**src/glyphs.mem**
```
// @address is a scancode, value is a 30 bit glyph, bit 29 top left.
// Six rows of five bits each, top row first, leftmost pixel in the high bit.
@1C 1D18FE31 // A
@32 3D1F463E // B
@21 1F08420F // C
@23 3D18C63E // D
@24 3F0F421F // E
@2B 3F0F4210 // F
@34 1F09C62F // G
@33 231FC631 // H
@43 1C42108E // I
@3B 0E210A4C // J
@42 232E4A31 // K
@4B 2108421F // L
@3A 23BAC631 // M
@31 239ACE31 // N
@44 1D18C62E // O
@4D 3D1F4210 // P
@15 1D18D64D // Q
@2D 3D1F5251 // R
@1B 1F07043E // S
@2C 3E421084 // T
@3C 2318C62E // U
@2A 2318C544 // V
@1D 2318D771 // W
@22 22A21151 // X
@35 22A21084 // Y
@1A 3E22221F // Z
@45 1D3AE62E // 0
@16 08C2108E // 1
@1E 1D11111F // 2
@26 3C17043E // 3
@25 04657C42 // 4
@2E 3F0F043E // 5
@36 1D0F462E // 6
@3D 3E111108 // 7
@3E 1D17462E // 8
@46 1D17842E // 9

```
**src/hdl/text_pkg.sv**
```systemverilog
package text_pkg;

	// ##########################################################
	// Keyboard side.
	// ##########################################################
	typedef logic [7:0] scancode_t;

	typedef struct packed {
		logic      valid; // One-cycle strobe.
		scancode_t code;
	} key_byte_t;

	localparam scancode_t break_code = 8'hF0;
	localparam int ps2_frame_bits = 11; // Start, 8 data, parity, stop.

	// ##########################################################
	// Text grid and glyphs.
	// ##########################################################
	typedef logic [5:0] cell_index_t; // Row by row.

	localparam int text_cols   = 16;
	localparam int text_rows   = 4;
	localparam int glyph_scale = 5;
	localparam int glyph_w     = 5;
	localparam int glyph_h     = 6;
	localparam int cell_w      = glyph_w * glyph_scale;
	localparam int cell_h      = glyph_h * glyph_scale;

	// Bit 29 is top left, rows top first, MSB leftmost.
	typedef logic [glyph_w*glyph_h-1:0] glyph_t;
	typedef logic [4:0] glyph_bit_t;

	localparam int glyph_rom_depth = 128; // Low seven scancode bits.
	localparam string glyph_file = "/design/src/glyphs.mem";

endpackage

```
**src/hdl/vga_timing_pkg.sv**
```systemverilog
package vga_timing_pkg;

	// ##########################################################
	// Raster types.
	// ##########################################################
	typedef logic [9:0] coord_t;
	typedef logic [9:0] chan_t;
	typedef logic [2:0] colour_sel_t; // Switch bits, r g b.

	// 640x480 raster, counts start at the first active pixel.
	localparam coord_t h_active     = 10'd640;
	localparam coord_t h_sync_start = 10'd656;
	localparam coord_t h_sync_end   = 10'd751; // Last low count.
	localparam coord_t h_total      = 10'd800;
	localparam coord_t v_active     = 10'd480;
	localparam coord_t v_sync_start = 10'd490;
	localparam coord_t v_sync_end   = 10'd491;
	localparam coord_t v_total      = 10'd525;

	localparam chan_t chan_full = 10'd1023;

	typedef struct packed {
		chan_t r;
		chan_t g;
		chan_t b;
	} rgb_t;

	typedef struct packed {
		coord_t h_count;
		coord_t v_count;
		logic   video_on;
		logic   hsync;
		logic   vsync;
	} scan_pos_t;

endpackage

```
**src/hdl/pixel_render.sv**
```systemverilog
`timescale 1ns/1ps

module pixel_render import vga_timing_pkg::*, text_pkg::*; (
	input  logic        VGA_CLK,
	input  logic        resetall,
	input  scan_pos_t   scan,
	input  colour_sel_t sw_back,
	input  colour_sel_t sw_letters,
	output cell_index_t rd_cell,
	input  scancode_t   rd_code,
	output rgb_t        rgb,
	output logic        hsync,
	output logic        vsync,
	output logic        blank
);

	typedef struct packed {
		logic        video_on;
		logic        hsync;
		logic        vsync;
		logic        in_grid;
		glyph_bit_t  bit_sel;
		colour_sel_t back;
		colour_sel_t letters;
	} stage1_t;

	glyph_t     glyph_rom [glyph_rom_depth];
	logic [2:0] glyph_col;
	logic [2:0] glyph_row;
	stage1_t    s1_next;
	stage1_t    s1;
	glyph_t     glyph;
	logic       lit;
	rgb_t       colour;

	function automatic rgb_t expand(input colour_sel_t sel);
		rgb_t c;
		c.r = sel[2] ? chan_full : '0;
		c.g = sel[1] ? chan_full : '0;
		c.b = sel[0] ? chan_full : '0;
		return c;
	endfunction

	// Entries not in the file stay blank.
	initial begin
		for (int i = 0; i < glyph_rom_depth; i++) begin
			glyph_rom[i] = '0;
		end
		$readmemh(glyph_file, glyph_rom);
	end

	// ##########################################################
	// Stage one. Cell read issued straight from the scan position.
	// ##########################################################
	assign rd_cell   = cell_index_t'(scan.v_count / cell_h * text_cols + scan.h_count / cell_w);
	assign glyph_col = 3'((scan.h_count % cell_w) / glyph_scale);
	assign glyph_row = 3'((scan.v_count % cell_h) / glyph_scale);

	always_comb begin
		s1_next.video_on = scan.video_on;
		s1_next.hsync    = scan.hsync;
		s1_next.vsync    = scan.vsync;
		s1_next.in_grid  = (scan.h_count < text_cols * cell_w) &&
		                   (scan.v_count < text_rows * cell_h);
		s1_next.bit_sel  = glyph_bit_t'(glyph_w * glyph_h - 1 - glyph_row * glyph_w - glyph_col);
		s1_next.back     = sw_back;
		s1_next.letters  = sw_letters;
	end

	always_ff @(posedge VGA_CLK) begin
		if (!resetall) s1 <= '{hsync: 1'b1, vsync: 1'b1, default: '0};
		else s1 <= s1_next;
	end

	// ##########################################################
	// Stage two. Glyph lookup on the returned code.
	// ##########################################################
	assign glyph  = glyph_rom[rd_code[6:0]];
	assign lit    = s1.in_grid && glyph[s1.bit_sel];
	assign colour = !s1.video_on ? '0 : (lit ? expand(s1.letters) : expand(s1.back));

	always_ff @(posedge VGA_CLK) begin
		if (!resetall) begin
			rgb   <= '0;
			hsync <= 1'b1;
			vsync <= 1'b1;
			blank <= 1'b0;
		end else begin
			rgb   <= colour;
			hsync <= s1.hsync;
			vsync <= s1.vsync;
			blank <= s1.video_on; // High on active video.
		end
	end

endmodule

```
**src/hdl/ps2_receiver.sv**
```systemverilog
`timescale 1ns/1ps

module ps2_receiver import text_pkg::*; (
	input  logic      VGA_CLK,
	input  logic      resetall,
	input  logic      clockps2,
	input  logic      data,
	output key_byte_t rx_key
);

	logic [1:0] clk_sync;
	logic [1:0] data_sync;
	logic       clk_prev;
	logic       fall;
	logic       last_bit;
	logic       frame_ok;
	logic [3:0] bit_cnt;
	logic [ps2_frame_bits-1:0] frame;
	logic [ps2_frame_bits-1:0] frame_next;
	logic       key_valid;
	scancode_t  key_code;

	// ##########################################################
	// Synchronisers and falling edge of the PS/2 clock.
	// ##########################################################
	always_ff @(posedge VGA_CLK) begin
		if (!resetall) begin
			clk_sync  <= 2'b11; // Idle high.
			data_sync <= 2'b11;
			clk_prev  <= 1'b1;
		end else begin
			clk_sync  <= {clk_sync[0], clockps2};
			data_sync <= {data_sync[0], data};
			clk_prev  <= clk_sync[1];
		end
	end

	assign fall = clk_prev && !clk_sync[1];
	assign last_bit = (bit_cnt == 4'(ps2_frame_bits - 1));

	// LSB first, so the new bit enters at the top.
	assign frame_next = {data_sync[1], frame[ps2_frame_bits-1:1]};

	// Start low, stop high, odd parity over data and parity bit.
	assign frame_ok = !frame_next[0] && frame_next[ps2_frame_bits-1] && (^frame_next[9:1]);

	always_ff @(posedge VGA_CLK) begin
		if (!resetall) begin
			bit_cnt   <= '0;
			key_valid <= 1'b0;
		end else begin
			key_valid <= fall && last_bit && frame_ok;
			if (fall) begin
				bit_cnt <= last_bit ? '0 : bit_cnt + 1'b1;
			end
		end
	end

	always_ff @(posedge VGA_CLK) begin
		if (fall) begin
			frame <= frame_next;
		end
		if (fall && last_bit) begin
			key_code <= frame_next[8:1];
		end
	end

	assign rx_key = '{valid: key_valid, code: key_code};

endmodule

```
**src/hdl/text_buffer.sv**
```systemverilog
`timescale 1ns/1ps

module text_buffer import text_pkg::*; (
	input  logic        VGA_CLK,
	input  logic        resetall,
	input  key_byte_t   rx_key,
	input  cell_index_t rd_cell,
	output scancode_t   rd_code
);

	scancode_t   cells [text_cols*text_rows];
	cell_index_t cursor;
	logic        break_seen;

	// ##########################################################
	// Write side. Break codes and the byte after them are dropped.
	// ##########################################################
	always_ff @(posedge VGA_CLK) begin
		if (!resetall) begin
			break_seen <= 1'b0;
			cursor     <= '0;
			for (int i = 0; i < text_cols * text_rows; i++) begin
				cells[i] <= '0; // Blank glyph.
			end
		end else if (rx_key.valid) begin
			if (break_seen) begin
				break_seen <= 1'b0; // Released key.
			end else if (rx_key.code == break_code) begin
				break_seen <= 1'b1;
			end else begin
				cells[cursor] <= rx_key.code;
				cursor        <= cursor + 1'b1; // Wraps 63 to 0.
			end
		end
	end

	// Registered read for the renderer.
	always_ff @(posedge VGA_CLK) begin
		rd_code <= cells[rd_cell];
	end

endmodule

```
**src/hdl/vga_text_top.sv**
```systemverilog
`timescale 1ns/1ps

module vga_text_top import vga_timing_pkg::*, text_pkg::*; (
	input  logic        VGA_CLK,
	input  logic        resetall,
	input  logic        clockps2,
	input  logic        data,
	input  colour_sel_t sw_back,
	input  colour_sel_t sw_letters,
	output chan_t       vga_r,
	output chan_t       vga_g,
	output chan_t       vga_b,
	output logic        vga_hs,
	output logic        vga_vs,
	output logic        vga_blank
);

	key_byte_t   rx_key;
	scan_pos_t   scan;
	cell_index_t rd_cell;
	scancode_t   rd_code;
	rgb_t        pix_rgb;

	// Keyboard path.
	ps2_receiver rx0 (.VGA_CLK, .resetall, .clockps2, .data, .rx_key);
	text_buffer buf0 (.VGA_CLK, .resetall, .rx_key, .rd_cell, .rd_code);

	// Display path.
	vga_timing tim0 (.VGA_CLK, .resetall, .scan);
	pixel_render ren0 (
		.VGA_CLK,
		.resetall,
		.scan,
		.sw_back,
		.sw_letters,
		.rd_cell,
		.rd_code,
		.rgb   (pix_rgb),
		.hsync (vga_hs),
		.vsync (vga_vs),
		.blank (vga_blank)
	);

	assign vga_r = pix_rgb.r;
	assign vga_g = pix_rgb.g;
	assign vga_b = pix_rgb.b;

endmodule

```
**src/hdl/vga_timing.sv**
```systemverilog
`timescale 1ns/1ps

module vga_timing import vga_timing_pkg::*; (
	input  logic      VGA_CLK,
	input  logic      resetall,
	output scan_pos_t scan
);

	coord_t h_count;
	coord_t v_count;
	coord_t h_next;
	coord_t v_next;
	logic   video_on;
	logic   hsync;
	logic   vsync;
	logic   line_end;

	assign line_end = (h_count == h_total - 1'b1);

	always_comb begin
		h_next = line_end ? '0 : h_count + 1'b1;
		v_next = v_count;
		if (line_end) begin
			v_next = (v_count == v_total - 1'b1) ? '0 : v_count + 1'b1;
		end
	end

	// Flags are built from the next count so they line up with it.
	always_ff @(posedge VGA_CLK) begin
		if (!resetall) begin
			h_count  <= '0;
			v_count  <= '0;
			video_on <= 1'b1; // Position 0,0 is active.
			hsync    <= 1'b1;
			vsync    <= 1'b1;
		end else begin
			h_count  <= h_next;
			v_count  <= v_next;
			video_on <= (h_next < h_active) && (v_next < v_active);
			hsync    <= !((h_next >= h_sync_start) && (h_next <= h_sync_end));
			vsync    <= !((v_next >= v_sync_start) && (v_next <= v_sync_end));
		end
	end

	assign scan = '{
		h_count:  h_count,
		v_count:  v_count,
		video_on: video_on,
		hsync:    hsync,
		vsync:    vsync
	};

endmodule

```
**config.mk**
```make
export PLATFORM = sky130hd
export DESIGN_NAME = vga_text_top
export DESIGN_NICKNAME = d
export VERILOG_FILES = /design/src/hdl/text_pkg.sv /design/src/hdl/vga_timing_pkg.sv /design/src/hdl/pixel_render.sv /design/src/hdl/ps2_receiver.sv /design/src/hdl/text_buffer.sv /design/src/hdl/vga_text_top.sv /design/src/hdl/vga_timing.sv
export SDC_FILE = /design/constraint.sdc
export NUM_CORES = 1
export LEC_CHECK = 0
export ABC_AREA = 1
export ABC_CLOCK_PERIOD_IN_PS = 1550
export BUFFER_PORTS_ARGS = -buffer_cell sky130_fd_sc_hd__buf_2
export CORE_UTILIZATION = 48
export DETAILED_ROUTE_END_ITERATION = 12
export PLACE_DENSITY_LB_ADDON = 0.15
export SLEW_MARGIN = 30
export SYNTH_ARGS = -nofsm -noshare
export SYNTH_HDL_FRONTEND = slang
export SYNTH_MEMORY_MAX_BITS = 65536
export SYNTH_SLANG_ARGS = --single-unit
```
**constraint.sdc**
```tcl
create_clock -name VGA_CLK -period 1.55 [get_ports VGA_CLK]
set_clock_uncertainty 0.15 [all_clocks]
set_input_delay 0.31 -clock VGA_CLK [delete_from_list [all_inputs] [get_ports VGA_CLK]]
set_output_delay 0.31 -clock VGA_CLK [all_outputs]
set_load 0.1 [all_outputs]
```
==> impl_results.md <==
* Status: finished, violations left
* Failing checks: negative setup slack
* WL per Instance at 14.0 µm
* Reg2reg end: tim0.vsync$_SDFF_PN1_
* Number of distinct library cells after synthesis at 23
* Hold Crit Class: in2reg
* Max Clk Rate at 0.586 GHz
* Starting Density at 50.6%
* Placed Area at 2640 µm²
* Syn nets at 287
* Clock sinks at 35
* # DRC at 0
* CP Data Arrival Time at 1.74 ns
* Most frequent cells in the layout: 60 x nand2_1, 43 x buf_4, 38 x inv_1, 32 x buf_12
* Layout area overhead at 62.9%
* Worst hold path stage count at 3
* Die H at 64.6 µm
* CP Cell Sequence: ha_4 > nand2_4 > inv_4 > nand2_4 > nor2_4 > buf_4 > buf_6 > nand2_1 > nand2_1 > nand2_1 > nand3_1 > nor2_1 > nand3_1
* WP buf/inv at 3
* Vias per cell at 4.97
* Max incr delay on CP at 0.36 ns
* Met3 usage at 6.34%
* Share of cells above drive strength 1 at 42.6%
* Worst vdd ir at 719 µV
* GR Util met2 at 39.7%
* Fin crit share at 110%
* Synthesized area per cell at 6.89 µm²
* Slew margin rel. at 67.2%
* TNS Setup at -0.629 ns
* WL final at 5.43 mm
* Most common cell after layout, fill and taps aside: nand2_1
* Detailed placer's ending HPWL at 3.37 mm
* Worst Max-Slew Pin Slew at 0.495 ns
* M1 GR Usage at 28.3%
* HP Start: sw_back[0]
* Deepest clock path buffer count at 2
* IO Pins at 43
* First DRT Iteration DRCs at 124
* Hold EP: ren0.s1[3]$_SDFF_PN0_
* Power Density at 699 nW/µm²
* H-tree levels at 2
* EDFF count, synth at 0
* TritonCTS clock tree: built
* DRT Pass-1 Iters at 4
* Number of max-cap violations at 0
* Die X-Extent at 64.6 µm
* Startpoint types: register
* Power after layout at 2140 µW
* Required @ worst endpoint at 1.58 ns
* First-pass GRT wire length at 7.60 mm
* Mapped Cells at 273
* Slew Limit Fails at 0
* CP endpoint kind: register
* Clk root buf: clkbuf_8
* # nets final at 353
* Critical path type: reg2reg
* R2R depth at 13
* Die footprint at 4170 µm²
* Final Worst Setup Slack at -0.157 ns
* Clk_lat worst skew at 0.29 ns
* Post-route cell area at 3060 µm²
* Vias at 1,930
* Delay-heaviest family, CP: simple AND/OR/NAND/NOR gates
* Reg2reg setup slack at -0.16 ns
* Gp weighted congestion at 0.875
* Ant diodes at 0
* Prevailing post-synth register cell: dfxtp_1
* Vias in the first global route at 1,666
* Antenna violations before repair at 0
* CP Max Fanout at 5
* RSZ-0062 raised after global routing: yes
* Final Hold Viols at 0
* LEAKAGE at 0.00146 µW
* Final antenna-violating net count at 0
* Synth async-reset ratio at 0%
* I/O Buffers at 37
* Number of buffers created by CTS at 5
* Final setup vio count at 9
* Mapped Area at 1880 µm²
* Reg-to-Reg Start: tim0.h_count[0]$_SDFF_PN0_
* Crit-path slowest cell: dfxtp_4
* Largest net degree at the start of global routing at 14
* Synth Register Bits at 35
* Final period demand of the worst path at 1.71 ns
* Rows at 22
* Worst slack at placement at -0.157 ns
* Synth warn at 0
* Worst-path clk slew at 0.07 ns
* Core Area at 3720 µm²
* GRT Resource Usage Total at 23.7%
* Post-synthesis sequential area ratio at 37.3%
* Total global routing overflow at 0
* Top cell by count, worst path: nand2_1
* GR peak layer: met2
## tightest hold or removal path: cells and delay by family
kind,cells,cell delay [ns]
simple gates,1,0.04
buf+inv,2,0.11
## synthesized netlist by cell type (4+ instances only)
cell / count / area (µm²)
ha_1: 4 / 50.1
buf_4: 27 / 203
nand4_1: 10 / 62.6
o21ai_0: 6 / 30.0
or2_2: 4 / 25.0
dfxtp_1: 35 / 701
inv_1: 40 / 150
a21oi_1: 7 / 35.0
nand2_2: 5 / 31.3
nand3_1: 20 / 100
nor2_1: 32 / 120
nand2_1: 63 / 236
## metrics by stage
stage / util, % / hold slack [ns] / std cells
finish: 82.5 / 0.0550 / 388
global placement: 71.0 / 0.236 / 359
CTS: 75.4 / 0.0443 / 370
detailed placement: 71.0 / 0.244 / 359
floorplan: - / 0.234 / 273
global route: 82.5 / 0.0674 / 388
## final cells by class
class,count,area [µm²]
Tap cell,48,60.1
Clock inverter,2,35.0
Sequential cell,35,721
Multi-Input combinational cell,164,906
Fill cell,192,652
Timing Repair Buffer,90,1090
Inverter,43,171
Clock buffer,6,82.6
## per-layer routing
layer | share of wire [%] | up-vias
met5 | 0 | -
met4 | 2.9 | 0
met3 | 6.1 | 17
met2 | 51 | 83
met1 | 40 | 881
li1 | - | 949
## state kept, by name, summed over array words and instances (netlist names)
name,cells
tim0.v_count,10
ren0.rgb,3
ren0.s1,6
tim0.vsync,1
ren0.blank,1
tim0.video_on,1
ren0.hsync,1
tim0.h_count,10
ren0.vsync,1
tim0.hsync,1
## timing repair
action / 4_1_cts / 5_1_grt
resized for setup: 7 / 35
hold buffers: 0 / 0
gates cloned: 1 / 0
setup endpoints to repair: 7 / 26
buffers inserted: 2 / 18
pin swaps: 1 / 8
## cell families (layout without fill, tap and decap cells)
kind of cell,after synthesis,count (layout),synth area share (%)
AO/OA/AOI/OAI,14,14,3.86
XOR/XNOR,1,1,0.466
adder cells (fa/ha/maj),4,4,2.66
buffers and inverters,74,141,20.6
flip-flops,35,35,37.3
AND/OR/NAND/NOR,145,145,35.2
## worst max path at each step
stage | endpoint | startpoint | depth (start not counted)
after floorplan | tim0.vsync$_SDFF_PN1_ | tim0.h_count[0]$_SDFF_PN0_ | 11
after global placement | tim0.video_on$_SDFF_PN1_ | tim0.h_count[0]$_SDFF_PN0_ | 11
after detailed placement | tim0.vsync$_SDFF_PN1_ | tim0.h_count[1]$_SDFF_PN0_ | 11
after CTS | tim0.vsync$_SDFF_PN1_ | tim0.h_count[1]$_SDFF_PN0_ | 11
after global routing | tim0.vsync$_SDFF_PN1_ | tim0.h_count[0]$_SDFF_PN0_ | 11
final | tim0.vsync$_SDFF_PN1_ | tim0.h_count[0]$_SDFF_PN0_ | 13
## power by group
part | internal (µW) | switching (µW)
clock network | 520 | 341
logic | 122 | 234
registers | 911 | 12.3
total | 1550 | 587
Note: power is estimated with default switching activity, not from simulation.
